File: config.mk
export PLATFORM = sky130hd
export DESIGN_NAME = booth_mul_top
export DESIGN_NICKNAME = d
export VERILOG_FILES = /design/src/arith_pkg.sv /design/src/booth_pkg.sv /design/src/multiple_gen.sv /design/src/booth_recoder.sv /design/src/pp_select.sv /design/src/csa_reduce.sv /design/src/split_adder.sv /design/src/booth_mul_top.sv
export VERILOG_INCLUDE_DIRS = /design/src
export SDC_FILE = /design/constraint.sdc
export NUM_CORES = 1
export LEC_CHECK = 0
export BUFFER_PORTS_ARGS = -buffer_cell sky130_fd_sc_hd__buf_2
export CAP_MARGIN = 10
export CORE_ASPECT_RATIO = 1.25
export CORE_UTILIZATION = 43
export DETAILED_ROUTE_END_ITERATION = 16
export HOLD_SLACK_MARGIN = 0.1
export PLACE_DENSITY_LB_ADDON = 0.2
export SLEW_MARGIN = 20
export SYNTH_ARGS = -nofsm -noshare
export SYNTH_HDL_FRONTEND = slang
export SYNTH_SLANG_ARGS = --single-unit
File: constraint.sdc
create_clock -name clk -period 1.8 [get_ports clk]
set_input_delay 0.45 -clock clk [delete_from_list [all_inputs] [get_ports clk]]
set_output_delay 0.45 -clock clk [all_outputs]
set_load 0.1 [all_outputs]
File: src/booth_macros.svh
`ifndef BOOTH_MACROS_SVH
`define BOOTH_MACROS_SVH

// Operand width of a and b
`define BOOTH_OP_W      8

// Multiplicand after extension, wide enough to hold a signed 4A
`define BOOTH_AEXT_W    12

// Multiplier after extension
// Sign bit on top, eight data bits, implicit zero below bit 0
`define BOOTH_BEXT_W    10

// Full product width
`define BOOTH_PROD_W    16

// Radix-8 windows over the extended multiplier
`define BOOTH_NUM_PP    3

// Weight step between neighbouring windows, 2^3 per window
`define BOOTH_PP_SHIFT  3

// Total pipeline depth from v_in to v_out
`define BOOTH_LATENCY   8

`endif

File: src/arith_pkg.sv
`default_nettype none

`include "booth_macros.svh"

package arith_pkg;

    // One byte of a product word, used by the segmented adder
    localparam int HALF_W = `BOOTH_PROD_W / 2;

    // Extended multiple of A, signed two's complement
    typedef logic [`BOOTH_AEXT_W-1:0] mult_t;

    // Product or partial-product word
    typedef logic [`BOOTH_PROD_W-1:0] prod_t;

    // Byte view of a carry-save word
    typedef struct packed {
        logic [HALF_W-1:0] hi;
        logic [HALF_W-1:0] lo;
    } cs_half_t;

    // Carry-save word
    // The reducer builds it as one word, the final adder consumes the bytes
    typedef union packed {
        prod_t    word;
        cs_half_t half;
    } cs_word_u;

endpackage

`default_nettype wire

File: src/booth_pkg.sv
`default_nettype none

`include "booth_macros.svh"

package booth_pkg;

    // Bit positions inside a magnitude selector
    localparam int SEL_X1 = 0;
    localparam int SEL_X2 = 1;
    localparam int SEL_X3 = 2;
    localparam int SEL_X4 = 3;

    // One-hot magnitude {4x, 3x, 2x, 1x}
    typedef logic [3:0] mag_sel_t;

    // All zero selects a zero multiple
    localparam mag_sel_t MAG_ZERO = 4'b0000;

    // One selector per window, window 0 in the low nibble
    typedef mag_sel_t [`BOOTH_NUM_PP-1:0] pp_sel_t;

    // Negate flag per window
    typedef logic [`BOOTH_NUM_PP-1:0] pp_neg_t;

    // Magnitude decode of the three low window bits
    // Input is already folded by the window sign, so it counts up to 4
    function automatic mag_sel_t decode_mag(input logic [2:0] idx);
        mag_sel_t m;
        m = MAG_ZERO;
        case (idx)
            3'b111:         m[SEL_X4] = 1'b1;
            3'b110, 3'b101: m[SEL_X3] = 1'b1;
            3'b100, 3'b011: m[SEL_X2] = 1'b1;
            3'b010, 3'b001: m[SEL_X1] = 1'b1;
            default:        m = MAG_ZERO;
        endcase
        return m;
    endfunction

endpackage

`default_nettype wire

File: src/multiple_gen.sv
`default_nettype none

`include "booth_macros.svh"

module multiple_gen (
    input  wire logic                     clk,
    input  wire logic                     rst_n,
    input  wire logic                     v_in,
    input  wire logic [`BOOTH_OP_W-1:0]   a,
    input  wire logic [`BOOTH_OP_W-1:0]   b,
    input  wire logic [1:0]               mode,
    output arith_pkg::mult_t              a1,
    output arith_pkg::mult_t              a2,
    output arith_pkg::mult_t              a3,
    output arith_pkg::mult_t              a4,
    output logic [`BOOTH_BEXT_W-1:0]      b_ext,
    output logic                          valid
);

    import arith_pkg::*;

    localparam int A_PAD = `BOOTH_AEXT_W - `BOOTH_OP_W;

    //==========================================================================
    // Stage 1 extends both operands
    //==========================================================================

    // Extended A, sign or zero fill from mode[1]
    mult_t                   a_s1;
    // Extended B with implicit zero below bit 0
    logic [`BOOTH_BEXT_W-1:0] b_s1;
    logic                    v_s1;

    // Fill bit is the operand MSB only in signed mode
    always_ff @(posedge clk) begin
        a_s1 <= {{A_PAD{mode[1] & a[`BOOTH_OP_W-1]}}, a};
        b_s1 <= {mode[0] & b[`BOOTH_OP_W-1], b, 1'b0};
    end

    //==========================================================================
    // Stage 2 builds the hard multiples
    //==========================================================================

    // 2A and 4A are plain shifts; 3A needs the one real adder
    always_ff @(posedge clk) begin
        a1    <= a_s1;
        a2    <= a_s1 << 1;
        a3    <= a_s1 + (a_s1 << 1);
        a4    <= a_s1 << 2;
        b_ext <= b_s1;
    end

    // Valid chain for both stages
    always_ff @(posedge clk or negedge rst_n) begin
        if (!rst_n) begin
            v_s1  <= 1'b0;
            valid <= 1'b0;
        end else begin
            v_s1  <= v_in;
            valid <= v_s1;
        end
    end

    // Two-deep valid chain must come out of reset empty
    assert property (@(posedge clk) !rst_n |=> !valid);

endmodule

`default_nettype wire

File: src/booth_recoder.sv
`default_nettype none

`include "booth_macros.svh"

module booth_recoder (
    input  wire logic                     clk,
    input  wire logic                     rst_n,
    input  wire arith_pkg::mult_t         a1,
    input  wire arith_pkg::mult_t         a2,
    input  wire arith_pkg::mult_t         a3,
    input  wire arith_pkg::mult_t         a4,
    input  wire logic [`BOOTH_BEXT_W-1:0] b_ext,
    input  wire logic                     valid_in,
    output arith_pkg::mult_t              a1_q,
    output arith_pkg::mult_t              a2_q,
    output arith_pkg::mult_t              a3_q,
    output arith_pkg::mult_t              a4_q,
    output booth_pkg::pp_sel_t            sel,
    output booth_pkg::pp_neg_t            neg,
    output logic                          valid
);

    import booth_pkg::*;

    // Current window, MSB is the window sign
    logic [`BOOTH_PP_SHIFT:0]   win;
    // Low window bits folded by the sign
    logic [`BOOTH_PP_SHIFT-1:0] mag;
    pp_sel_t                    sel_c;
    pp_neg_t                    neg_c;

    //==========================================================================
    // Window recoding
    //==========================================================================

    // Windows overlap by one bit: [3:0], [6:3], [9:6]
    // XOR with the sign turns a negative digit into its magnitude
    always_comb begin
        sel_c = '0;
        neg_c = '0;
        win   = '0;
        mag   = '0;
        for (int i = 0; i < `BOOTH_NUM_PP; i++) begin
            win      = b_ext[i*`BOOTH_PP_SHIFT +: `BOOTH_PP_SHIFT+1];
            neg_c[i] = win[`BOOTH_PP_SHIFT];
            mag      = win[`BOOTH_PP_SHIFT-1:0] ^ {`BOOTH_PP_SHIFT{win[`BOOTH_PP_SHIFT]}};
            sel_c[i] = decode_mag(mag);
        end
    end

    // Selectors registered with the multiples they index
    always_ff @(posedge clk) begin
        a1_q <= a1;
        a2_q <= a2;
        a3_q <= a3;
        a4_q <= a4;
        sel  <= sel_c;
        neg  <= neg_c;
    end

    always_ff @(posedge clk or negedge rst_n) begin
        if (!rst_n) begin
            valid <= 1'b0;
        end else begin
            valid <= valid_in;
        end
    end

    // pp_select ORs the masked multiples, so two hot bits would corrupt a product
    for (genvar g = 0; g < `BOOTH_NUM_PP; g++) begin : g_sel_chk
        assert property (@(posedge clk) disable iff (!rst_n) valid |-> $onehot0(sel[g]));
    end

endmodule

`default_nettype wire

File: src/pp_select.sv
`default_nettype none

`include "booth_macros.svh"

module pp_select (
    input  wire logic                clk,
    input  wire logic                rst_n,
    input  wire arith_pkg::mult_t    a1,
    input  wire arith_pkg::mult_t    a2,
    input  wire arith_pkg::mult_t    a3,
    input  wire arith_pkg::mult_t    a4,
    input  wire booth_pkg::pp_sel_t  sel,
    input  wire booth_pkg::pp_neg_t  neg,
    input  wire logic                valid_in,
    output arith_pkg::prod_t         pp0,
    output arith_pkg::prod_t         pp1,
    output arith_pkg::prod_t         pp2,
    output arith_pkg::prod_t         corr,
    output logic                     valid
);

    import arith_pkg::*;
    import booth_pkg::*;

    localparam int EXT_W = `BOOTH_PROD_W - `BOOTH_AEXT_W;

    // Multiples sign-extended to product width
    prod_t e1;
    prod_t e2;
    prod_t e3;
    prod_t e4;

    // Selected multiple of the current window
    prod_t pick;
    prod_t pp_c [`BOOTH_NUM_PP];
    prod_t corr_c;

    assign e1 = {{EXT_W{a1[`BOOTH_AEXT_W-1]}}, a1};
    assign e2 = {{EXT_W{a2[`BOOTH_AEXT_W-1]}}, a2};
    assign e3 = {{EXT_W{a3[`BOOTH_AEXT_W-1]}}, a3};
    assign e4 = {{EXT_W{a4[`BOOTH_AEXT_W-1]}}, a4};

    //==========================================================================
    // Selection, negation and weighting
    //==========================================================================

    // AND-OR mux, safe since selectors are one-hot or zero
    // Inversion gives the ones' complement only
    // the +1 for each negated product goes into corr at the window LSB
    always_comb begin
        corr_c = '0;
        pick   = '0;
        for (int i = 0; i < `BOOTH_NUM_PP; i++) begin
            pick = ({`BOOTH_PROD_W{sel[i][SEL_X1]}} & e1) |
                   ({`BOOTH_PROD_W{sel[i][SEL_X2]}} & e2) |
                   ({`BOOTH_PROD_W{sel[i][SEL_X3]}} & e3) |
                   ({`BOOTH_PROD_W{sel[i][SEL_X4]}} & e4);
            // weight 8^i
            pp_c[i] = (pick ^ {`BOOTH_PROD_W{neg[i]}}) << (i * `BOOTH_PP_SHIFT);
            corr_c[i*`BOOTH_PP_SHIFT] = neg[i];
        end
    end

    always_ff @(posedge clk) begin
        pp0  <= pp_c[0];
        pp1  <= pp_c[1];
        pp2  <= pp_c[2];
        corr <= corr_c;
    end

    always_ff @(posedge clk or negedge rst_n) begin
        if (!rst_n) begin
            valid <= 1'b0;
        end else begin
            valid <= valid_in;
        end
    end

endmodule

`default_nettype wire

File: src/csa_reduce.sv
`default_nettype none

module csa_reduce (
    input  wire logic                clk,
    input  wire logic                rst_n,
    input  wire arith_pkg::prod_t    pp0,
    input  wire arith_pkg::prod_t    pp1,
    input  wire arith_pkg::prod_t    pp2,
    input  wire arith_pkg::prod_t    corr,
    input  wire logic                valid_in,
    output arith_pkg::cs_word_u      sum,
    output arith_pkg::cs_word_u      carry,
    output logic                     valid
);

    import arith_pkg::*;

    //==========================================================================
    // Two-level 4:2 compression
    //==========================================================================

    // Level 1 compresses the three partial products
    prod_t t_sum;
    prod_t t_car;

    assign t_sum = pp0 ^ pp1 ^ pp2;
    // Majority moves up one weight; the top carry falls off mod 2^16
    assign t_car = ((pp0 & pp1) | (pp1 & pp2) | (pp0 & pp2)) << 1;

    // Level 2 folds in the two's complement correction
    always_ff @(posedge clk) begin
        sum.word   <= t_sum ^ t_car ^ corr;
        carry.word <= ((t_sum & t_car) | (t_car & corr) | (t_sum & corr)) << 1;
    end

    always_ff @(posedge clk or negedge rst_n) begin
        if (!rst_n) begin
            valid <= 1'b0;
        end else begin
            valid <= valid_in;
        end
    end

    // Redundant pair must still add up to the four inputs of the cycle before
    assert property (@(posedge clk) disable iff (!rst_n)
        valid |-> (sum.word + carry.word) == $past(pp0 + pp1 + pp2 + corr));

endmodule

`default_nettype wire

File: src/split_adder.sv
`default_nettype none

module split_adder (
    input  wire logic                clk,
    input  wire logic                rst_n,
    input  wire arith_pkg::cs_word_u sum,
    input  wire arith_pkg::cs_word_u carry,
    input  wire logic                valid_in,
    output arith_pkg::prod_t         p,
    output logic                     v_out
);

    import arith_pkg::*;

    //==========================================================================
    // Stage 6 adds the low byte
    //==========================================================================

    // Carry out sits in the MSB
    logic [HALF_W:0]   lo_add;
    logic [HALF_W-1:0] lo_q;
    logic              cy_q;
    // High halves wait one cycle for the carry
    logic [HALF_W-1:0] hi_s_q;
    logic [HALF_W-1:0] hi_c_q;
    logic              v_s6;

    assign lo_add = {1'b0, sum.half.lo} + {1'b0, carry.half.lo};

    always_ff @(posedge clk) begin
        lo_q   <= lo_add[HALF_W-1:0];
        cy_q   <= lo_add[HALF_W];
        hi_s_q <= sum.half.hi;
        hi_c_q <= carry.half.hi;
    end

    //==========================================================================
    // Stage 7 adds the high byte, stage 8 registers the product
    //==========================================================================

    prod_t res_q;
    logic  v_s7;

    // Carry out of the high byte is dropped, product is mod 2^16
    always_ff @(posedge clk) begin
        res_q <= {hi_s_q + hi_c_q + {{(HALF_W-1){1'b0}}, cy_q}, lo_q};
        p     <= res_q;
    end

    always_ff @(posedge clk or negedge rst_n) begin
        if (!rst_n) begin
            v_s6  <= 1'b0;
            v_s7  <= 1'b0;
            v_out <= 1'b0;
        end else begin
            v_s6  <= valid_in;
            v_s7  <= v_s6;
            v_out <= v_s7;
        end
    end

    // Three-cycle tail of the pipeline, valid in and out stay aligned
    assert property (@(posedge clk) disable iff (!rst_n) v_out == $past(valid_in, 3));

endmodule

`default_nettype wire

File: src/booth_mul_top.sv
`default_nettype none

`include "booth_macros.svh"

module booth_mul_top (
    input  wire logic                   clk,
    input  wire logic                   rst_n,
    input  wire logic                   v_in,
    input  wire logic [`BOOTH_OP_W-1:0] a,
    input  wire logic [`BOOTH_OP_W-1:0] b,
    input  wire logic [1:0]             mode,
    output arith_pkg::prod_t            p,
    output logic                        v_out
);

    //==========================================================================
    // Stage to stage wiring
    //==========================================================================

    // multiple_gen to booth_recoder
    arith_pkg::mult_t         mg_a1;
    arith_pkg::mult_t         mg_a2;
    arith_pkg::mult_t         mg_a3;
    arith_pkg::mult_t         mg_a4;
    logic [`BOOTH_BEXT_W-1:0] mg_b_ext;
    logic                     mg_valid;

    // booth_recoder to pp_select
    arith_pkg::mult_t         rc_a1;
    arith_pkg::mult_t         rc_a2;
    arith_pkg::mult_t         rc_a3;
    arith_pkg::mult_t         rc_a4;
    booth_pkg::pp_sel_t       rc_sel;
    booth_pkg::pp_neg_t       rc_neg;
    logic                     rc_valid;

    // pp_select to csa_reduce
    arith_pkg::prod_t         ps_pp0;
    arith_pkg::prod_t         ps_pp1;
    arith_pkg::prod_t         ps_pp2;
    arith_pkg::prod_t         ps_corr;
    logic                     ps_valid;

    // csa_reduce to split_adder
    arith_pkg::cs_word_u      cs_sum;
    arith_pkg::cs_word_u      cs_carry;
    logic                     cs_valid;

    // Stages 1 and 2
    multiple_gen u_multiple_gen (
        .clk   (clk),
        .rst_n (rst_n),
        .v_in  (v_in),
        .a     (a),
        .b     (b),
        .mode  (mode),
        .a1    (mg_a1),
        .a2    (mg_a2),
        .a3    (mg_a3),
        .a4    (mg_a4),
        .b_ext (mg_b_ext),
        .valid (mg_valid)
    );

    // Stage 3
    booth_recoder u_booth_recoder (
        .clk      (clk),
        .rst_n    (rst_n),
        .a1       (mg_a1),
        .a2       (mg_a2),
        .a3       (mg_a3),
        .a4       (mg_a4),
        .b_ext    (mg_b_ext),
        .valid_in (mg_valid),
        .a1_q     (rc_a1),
        .a2_q     (rc_a2),
        .a3_q     (rc_a3),
        .a4_q     (rc_a4),
        .sel      (rc_sel),
        .neg      (rc_neg),
        .valid    (rc_valid)
    );

    // Stage 4
    pp_select u_pp_select (
        .clk      (clk),
        .rst_n    (rst_n),
        .a1       (rc_a1),
        .a2       (rc_a2),
        .a3       (rc_a3),
        .a4       (rc_a4),
        .sel      (rc_sel),
        .neg      (rc_neg),
        .valid_in (rc_valid),
        .pp0      (ps_pp0),
        .pp1      (ps_pp1),
        .pp2      (ps_pp2),
        .corr     (ps_corr),
        .valid    (ps_valid)
    );

    // Stage 5
    csa_reduce u_csa_reduce (
        .clk      (clk),
        .rst_n    (rst_n),
        .pp0      (ps_pp0),
        .pp1      (ps_pp1),
        .pp2      (ps_pp2),
        .corr     (ps_corr),
        .valid_in (ps_valid),
        .sum      (cs_sum),
        .carry    (cs_carry),
        .valid    (cs_valid)
    );

    // Stages 6 to 8
    split_adder u_split_adder (
        .clk      (clk),
        .rst_n    (rst_n),
        .sum      (cs_sum),
        .carry    (cs_carry),
        .valid_in (cs_valid),
        .p        (p),
        .v_out    (v_out)
    );

endmodule

`default_nettype wire

# After elaboration in Yosys (flattened, before gate mapping)
# Index checks and enable logic that the tools add are counted.
# W data, S select, Z words.
[classes]
reduce_logical = 9
bitwise_logic = 43
add_sub_neg = 4
eq_ne = 21
mux = 12
[op_table]
columns = ["operator", "count"]
rows = [
  ["$and A16 B16 Y16", 4],
  ["$xor A16 B16 Y16", 4],
  ["$and A15 B15 Y15", 4],
  ["$or A15 B15 Y15", 4],
  ["$and A13 B13 Y13", 4],
  ["$or A16 B16 Y16", 3],
  ["$and A10 B10 Y10", 4],
  ["$or A13 B13 Y13", 3],
  ["$eq A3 B3 Y1 const B", 12],
  ["$and A15 B7 Y15", 2],
  ["$or A10 B10 Y10", 3],
  ["$eq A3 B2 Y1 const B", 6],
  ["$reduce_or A2 Y1", 9],
  ["$xor A16 B7 Y16", 1],
  ["$xor A13 B13 Y13", 1],
  ["$mux W1", 12],
  ["$add A9 B10 Y11", 1],
  ["$xor A10 B10 Y10", 1],
  ["$add A8 B8 Y9", 1],
  ["$eq A3 B1 Y1 const B", 3],
  ["$xor A3 B3 Y3", 3],
  ["$add A8 B1 Y8", 1],
  ["$add A8 B8 Y8", 1],
  ["$and A1 B1 Y1", 2],
]
[word_totals]
wordCells = 124
out_inout_bits = 17
reg_bits = 258
inputBits = 21

# Logic depth before layout (Yosys ltp)
# Gate-level depths: netlist (run 1).
[logic_depth]
ltp_word = 6
depth_mapped = 7
depth_no_buf = 7

# Modules after synthesis
# Synthesis (run 1) repeated with hierarchy kept, for this count alone.
[hier_totals]
hier_cells = 602
hier_area_um2 = 8299.2
[modules_own_cells]
columns = ["module", "instances", "cells_each", "seq_area_each_um2", "area_each_um2"]
rows = [
  ["pp_select", 1, 183, 765.7, 2165.8],
  ["split_adder", 1, 134, 1216.2, 1823.0],
  ["multiple_gen", 1, 123, 950.9, 1524.0],
  ["booth_recoder", 1, 95, 1286.2, 1496.4],
  ["csa_reduce", 1, 67, 645.6, 1290.0],
]

# Worst setup path after synthesis (run 1)
# OpenSTA, ideal clock, no wires.
[synth_timing]
kind = "reg2reg"
startpoint = "register u_split_adder.hi_c_q[0]"
endpoint = "register u_split_adder.res_q[14]"
setup_time_ps = 72
synth_period_minus_slack_ps = 1942
stages_incl_launch_ff = 8
setup_slack_ps = -142
arrival_ps = 1870
path_buffers = 0
required_time_ps = 1728
path_cell_list = "dfxtp_1 -> fa_1 -> fa_1 -> a21o_1 -> a21oi_1 -> o21bai_1 -> a21oi_1 -> xnor2_1"
[synth_via]
elab_chain_len = 2
[synth_lines]
columns = ["item", "line_no", "text"]
rows = [
  ["start: declaration", "split_adder.sv:25", "logic [HALF_W-1:0] hi_c_q;"],
  ["start signal: assignment", "split_adder.sv:34", "hi_c_q <= carry.half.hi;"],
  ["$add A8 B8 Y8", "split_adder.sv:46", "res_q <= {hi_s_q + hi_c_q + {{(HALF_W-1){1'b0}}, cy_q}, lo_q};"],
  ["$add A8 B1 Y8", "split_adder.sv:46", ""],
  ["end signal: assignment", "split_adder.sv:46", ""],
  ["end: declaration", "split_adder.sv:41", "prod_t res_q;"],
]
# No other way between the ends.

# Worst setup path in the final report (run 1)
# Ends and elaborated chain as after synthesis.

==> results of run 1 <==
[worst paths after layout]
path / from / end / slack [ps]
max in group asynchronous: rst_n / u_csa_reduce.valid$_DFF_PN0_ / 1310
worst min register to register: u_split_adder.res_q[8]$_DFF_P_ / u_split_adder.p[8]$_DFF_P_ / 320
worst max register to register: u_split_adder.hi_c_q[0]$_DFF_P_ / u_split_adder.res_q[14]$_DFF_P_ / -30
worst max-delay path: u_split_adder.hi_c_q[0]$_DFF_P_ / u_split_adder.res_q[14]$_DFF_P_ / -30
worst min-delay path: mode[0] / u_multiple_gen.b_s1[9]$_DFF_P_ / 160
min in group asynchronous: rst_n / u_multiple_gen.valid$_DFF_PN0_ / 330
[registers in the layout, indices dropped and copies added (netlist names), 9 cells and up]
signal                flops
u_multiple_gen.b_s1       9
u_csa_reduce.carry       13
u_multiple_gen.b_ext      9
u_multiple_gen.a3        11
u_multiple_gen.a_s1       9
u_pp_select.pp0          11
u_csa_reduce.sum         16
u_pp_select.pp1          11
u_booth_recoder.a3_q     10
u_pp_select.pp2          10
u_split_adder.p          16
u_split_adder.res_q      16
u_booth_recoder.sel      12
[power groups by stage]
stage	Sequential (uW)	Combinational, uW	Clock (uW)
2_1_floorplan	7450	1520	0
3_3_place_gp	6360	3140	0
3_5_place_dp	6390	3180	0
4_1_cts	6290	3220	4260
5_1_grt	6400	3500	4450
6_report	6270	3170	4110
[worst register-to-register path, delay by kind of cell (launching register included)]
family                   cells  cell delay (ps)
adder cells (fa/ha/maj)      2              750
AO/OA/AOI/OAI                4              550
flip-flops                   1              320
XOR/XNOR                     1              130
[kinds of logic (layout without fill, tap and decap cells)]
group | Yosys count | in the layout | synth area share [%]
buffers and inverters | 36 | 106 | 2.40
AND/OR/NAND/NOR | 36 | 36 | 2.94
adder cells (fa/ha/maj) | 49 | 49 | 10.9
flip-flops | 207 | 207 | 64.3
AO/OA/AOI/OAI | 87 | 87 | 11.8
XOR/XNOR | 57 | 57 | 7.67
[repair_timing]
item | in CTS | in global routing
pin swaps | 0 | 4
gates cloned | 0 | 0
endpoints found under the setup margin | 2 | 4
hold buffers | 18 | 0
resized for setup | 2 | 4
hold endpoints to repair | 25 | 0
[cell type report]
cell class	instances	area share, %
timing repair buffer	59	5.13
multi-input combinational	229	28.4
tap	178	2.89
sequential	207	54.3
inverter	11	0.536
clock buffer	30	7.50
clock inverter	6	1.19
[layer usage]
layer	track usage (%)	vias to the layer above	part of all wire, %
met5	0	-	0
met4	6.11	0	2.9
met3	2.40	22	3.7
met2	21.5	66	52
met1	12.6	1564	42
li1	-	1739	-
[Yosys cell counts (2+ instances only)]
cell and number:
fa_1 13, dfrtp_1 8, a21oi_1 10, a222oi_1 3, a22o_1 21, o41ai_1 2
a221oi_2 17, a22oi_1 3, a31oi_1 2, or4b_1 2, xor2_1 10, inv_1 11
clkbuf_1 8, nor2_1 6, nand4b_1 2, a221oi_1 4, nor2b_1 4, ha_1 36
xnor2_1 47, nand2_1 13, buf_2 16, dfxtp_1 199, a21o_1 4, o21bai_1 3
o21ai_0 12, and2_1 3
[per-stage QoR]
step / TNS (ps) / cells / area, um2
final: -28.6 / 720 / 7700
after global routing: -147 / 720 / 7700
after CTS: -55.3 / 720 / 7700
after detailed placement: -35.8 / 666 / 6840
after global placement: -30.9 / 666 / 6840
after floorplan: 0 / 472 / 6520
[layout by cell type, fill, tap and decap left out, drive strengths merged, types with 6 or more instances in the layout]
cell	Yosys	layout
xnor2	47	47
inv	11	11
dfrtp	8	8
fa	13	13
ha	36	36
a21oi	10	10
xor2	10	10
a221oi	21	21
dlygate4sd3	0	18
clkbuf	9	30
nand2	13	13
a22o	21	21
buf	16	41
dfxtp	199	199
o21ai	13	13
nor2	6	6
==> run metrics, run 1 <==
initial antenna violation count 0; Yosys cell types 39; VDD IR-drop max 600 uV; nets approximately 600; Min-Delay Path Class input port to register; WP data arrival 2240 ps; Slowest Stage Delay on Critical Path 400 ps; Final Cycle Share 102%; worst path bufs/invs 0; Pleak around 0.0033 uW; DIE AREA 15600 um2; Yosys top cell area share 61.2%; I/O pins 38; Setup WS pre-CTS -35.8 ps; # Post-CTS Setup Buffers 0; CP top delay family adder cells; GR Overflow Total 0; Die H roughly 140 um; min Tclk post-route about 1800 ps; num rows 49; TritonCTS clock tree built; Starting Density 44.6%; Switch Pwr about 4200 uW; Setup WS post-layout -28.6 ps; Synth async-reset ratio between 3 and 4%; Seq pwr share 46.3%; failing checks DRC, setup timing; post-route ant nets 0; final slew viol count 0; CP Cell Sequence fa_2 > fa_2 > a21o_1 > a21oi_2 > o21bai_1 > a21oi_1 > xnor2_1; H-tree Lvls 1; Cells after Synth 472; Yosys top cell by area dfxtp_1; syn nets 542; largest net degree at the start of global routing 15; vias roughly 3400; worst-path fanout max 2; clk buf depth 3; worst hold path depth 2; skew final between 15 and 20 ps; CP Class register to register; later-pin clock latency in the skew report slightly below 500 ps; vias in the first global route roughly 3400; crit path capture type register; Multi-input gate area approximately 2200 um2; Power Total 13600 uW; Synth Area per Inst roughly 14 um2; Clk pwr share a little under a third; Yosys reg bits slightly above 200; Hold Vio Cnt, Final 0; DRC violations left 1; Root Buffer clkbuf_16; Logic pwr share roughly a quarter; diode count 0; Fillers about 1200; die width 112 um; Final HPWL DP 6.17 mm; WP depth 7; cts bufs inserted 20; register area 4190 um2; CP max stage cell fa_2; share of cells above drive strength 1 around 18%; Area contributors post-synth dfxtp_1 (61%), ha_1 (6.9%), xnor2_1 (6.3%); first-pass GRT wire length around 15 mm; Slew @ Worst Pin 630 ps; RSZ-0062 raised after global routing yes; most frequent CP cell fa_2; Sink Count around 210; final number of setup-violating endpoints 1; achievable frequency roughly 0.55 GHz; core area ~15000 um2; Worst-path clk slew roughly 60 ps; mapped cell area 6510 um2; Sw Share just over 30%; final WL 8.85 mm; Layout area overhead 18.4%; Worst setup SP type register; PD cells roughly 1800 nW/um2; post-detailed-route wirelength per cell 12.3 um; via/cell ratio approximately 4.7; outcome finished with violations; Seq/Total Area, Yosys roughly 64%; Reg2Reg Depth 7; Post-synth EDFFs 0; GPL Wtd Cong around 0.85; DR iter-0 viols 212; critical path required time 2210 ps; P_int 9400 uW; synth warn 0; hold slack final between 150 and 200 ps; Layout Utilization 52.8%; port buffer count 37; number of max-cap violations 0; Main synth FF type dfxtp_1; router iterations before antenna repair 10; Max transition margin between 50% and 60%; total global-route track usage about an eighth
No activity file was read; power rests on OpenSTA's default activity.
==> run 2, diff against run 1 <==
Settings changed: CELL_PAD_IN_SITES_DETAIL_PLACEMENT set to 1, CELL_PAD_IN_SITES_GLOBAL_PLACEMENT set to 1, REMOVE_ABC_BUFFERS set to 1.
==> run 2 against run 1 <==
Against the previous run: the run still ends with DRC, setup timing left; register-to-register slack is essentially flat; sequential power rose by 0.6%; wire length is 15% higher; first-iteration DRC count shrank 38%; non-clock buffer count grew 7; maximum frequency shrank 0.63%; clock power hardly changed; core utilization grew 0.62 points; clock-buffer cell count unchanged; critical path type unchanged; critical endpoint unchanged; largest cell class unchanged.
==> run metrics, run 2 (synthesized netlist as in run 1, its figures left out) <==
Hold Crit Endpoint u_multiple_gen.a_s1[8]$_DFF_P_ (was u_multiple_gen.b_s1[9]$_DFF_P_); Starting Density 44.6% (unchanged); R2R Setup Slk -40 ps (was -30 ps); Pleak 0.00331 uW (was 0.00326 uW); DR iter-0 viols 131 (was 212); initial antenna violation count 0 (unchanged); Worst-path clk slew 60 ps (about the same); Setup WS pre-CTS -225 ps (was -35.8 ps); number of max-cap violations 0 (unchanged); PD cells 1770 nW/um2 (was 1760 nW/um2); core area 14600 um2 (unchanged); final WL 10.1 mm (was 8.85 mm); I/O pins 38 (unchanged); H-tree Lvls 1 (unchanged); worst hold path depth 2 (unchanged); Root Buffer clkbuf_16 (unchanged); total global-route track usage 13.6% (was 11.7%); Power Total 13800 uW (was 13600 uW); nets 605 (was 598); hold path start mode[1] (was mode[0]); most frequent cells in the layout dfxtp_1 (195), xnor2_1 (46), buf_2 (37), ha_1 (35) (was dfxtp_1 (198), xnor2_1 (47), buf_2 (37), ha_1 (35), a22o_1 (21)); GR Overflow Total 0 (unchanged); CP Class register to register (unchanged); Setup TNS Final -40.3 ps (was -28.6 ps); Reg2Reg Depth 7 (unchanged); clk buf depth 3 (unchanged); first-pass GRT wire length 17.4 mm (was 15.0 mm); worst-path fanout max 2 (unchanged); Worst setup SP type register (unchanged); final number of setup-violating endpoints 1 (unchanged); diode count 0 (unchanged); min Tclk post-route 1840 ps (was 1830 ps); largest net degree at the start of global routing 15 (unchanged); Fillers 1438 (was 1216); vias in the first global route 3777 (was 3373); vias 3515 (was 3391); Sink Count 207 (unchanged); commonest non-fill, non-tap cell in the layout dfxtp_1 (unchanged); capturing point of the worst reg2reg path u_split_adder.res_q[14]$_DFF_P_ (unchanged); Post-Place Cells 666 (unchanged); failing checks DRC, setup timing (unchanged); critical path required time 2170 ps (was 2210 ps); non-filler cells, final 726 (was 720); achievable frequency 0.543 GHz (was 0.547 GHz); via/cell ratio 4.84 (was 4.71); reg2reg start u_split_adder.hi_c_q[0]$_DFF_P_ (unchanged); DIE AREA 15600 um2 (unchanged); later-pin clock latency in the skew report 470 ps (was 490 ps); VDD IR-drop max 836 uV (was 600 uV); Layout area overhead 19.7% (was 18.4%); WP data arrival 2210 ps (was 2240 ps); DRC violations left 3 (was 1); Slew @ Worst Pin 686 ps (was 630 ps); share of cells above drive strength 1 20.1% (was 17.9%); Die H 140 um (unchanged); RSZ-0062 raised after global routing yes (unchanged); Hold Vio Cnt, Final 0 (unchanged); num rows 49 (unchanged); Largest regs u_csa_reduce.sum x16, u_split_adder.p x16, u_split_adder.res_q x16 (unchanged); router iterations before antenna repair 12 (was 10); GPL Wtd Cong 0.801 (was 0.848); skew final 5.45 ps (was 18.6 ps); Min-Delay Path Class input port to register (unchanged); outcome finished with violations (unchanged); Setup WS post-layout -40.3 ps (was -28.6 ps); Max transition margin 54.2% (was 57.9%); Final HPWL DP 7.04 mm (was 6.17 mm); Final Cycle Share 102% (about the same); die width 112 um (unchanged); TritonCTS clock tree built (unchanged); crit path capture type register (unchanged); post-route ant nets 0 (unchanged); cts bufs inserted 20 (unchanged); port buffer count 37 (unchanged); post-detailed-route wirelength per cell 14.0 um (was 12.3 um); final slew viol count 0 (unchanged)
run 2: cell count changes in the layout (fill, tap and decap cells not counted), sizes merged:
cell	before	now
buf	41	48
clkinv	4	3
run 2: critical path: stages, from the launching register on:
cell and delay (ps):
dfxtp_2 320, fa_2 400, fa_2 370, a21o_1 180
a21oi_2 130, o21bai_1 80, a21oi_1 180, xnor2_1 80
run 2: worst max path at each step:
stage / from / end / slack (ps) / cells after the start
2_1_floorplan: u_split_adder.hi_c_q[0]$_DFF_P_ / u_split_adder.res_q[14]$_DFF_P_ / -140 / 7
3_3_place_gp: u_split_adder.hi_c_q[0]$_DFF_P_ / u_split_adder.res_q[14]$_DFF_P_ / -190 / 7
3_5_place_dp: u_split_adder.hi_c_q[0]$_DFF_P_ / u_split_adder.res_q[14]$_DFF_P_ / -220 / 7
4_1_cts: u_split_adder.cy_q$_DFF_P_ / u_split_adder.res_q[14]$_DFF_P_ / -40 / 7
5_1_grt: u_split_adder.hi_c_q[0]$_DFF_P_ / u_split_adder.res_q[14]$_DFF_P_ / -140 / 7
6_report: u_split_adder.hi_c_q[0]$_DFF_P_ / u_split_adder.res_q[14]$_DFF_P_ / -40 / 7
run 2: cell type report:
cell class | count | area, um2 | share of cell area, %
clock inverter | 5 | 78.8 | 1.01
sequential | 207 | 4190 | 53.7
timing repair buffer | 66 | 452 | 5.79
clock buffer | 30 | 579 | 7.43
multi-input combinational | 229 | 2230 | 28.6
tap | 178 | 223 | 2.86
inverter | 11 | 41.3 | 0.530
run 2: where the power goes:
group,switching (uW),internal (uW),total [uW],leakage (uW)
clock,1570,2510,4080,0.000322
combinational,2180,1190,3370,0.00122
sequential,503,5800,6310,0.00177
run 2: metal layers:
| layer | track usage, % | vias to the layer above | wire, um |
|---|---|---|---|
| li1 | - | 1753 | - |
| met1 | 14.4 | 1691 | 3900 |
| met2 | 26.6 | 53 | 5700 |
| met3 | 2.44 | 18 | 343 |
| met4 | 4.91 | 0 | 210 |
| met5 | 0 | - | 0 |
run 2: through the flow:
stage | hold slack, ps | cell area, um2 | util [%]
finish | 181 | 7790 | 53.4
global placement | 289 | 6830 | 46.8
CTS | 164 | 7760 | 53.2
detailed placement | 304 | 6830 | 46.8
global route | 177 | 7790 | 53.4
floorplan | 154 | 6390 | -
run 2: what timing repair did:
item	4_1_cts	5_1_grt
pin swaps	12	12
setup buffers	7	1
hold endpoints to repair	25	0
resized for setup	12	7
hold buffers	18	0
endpoints found under the setup margin	4	5
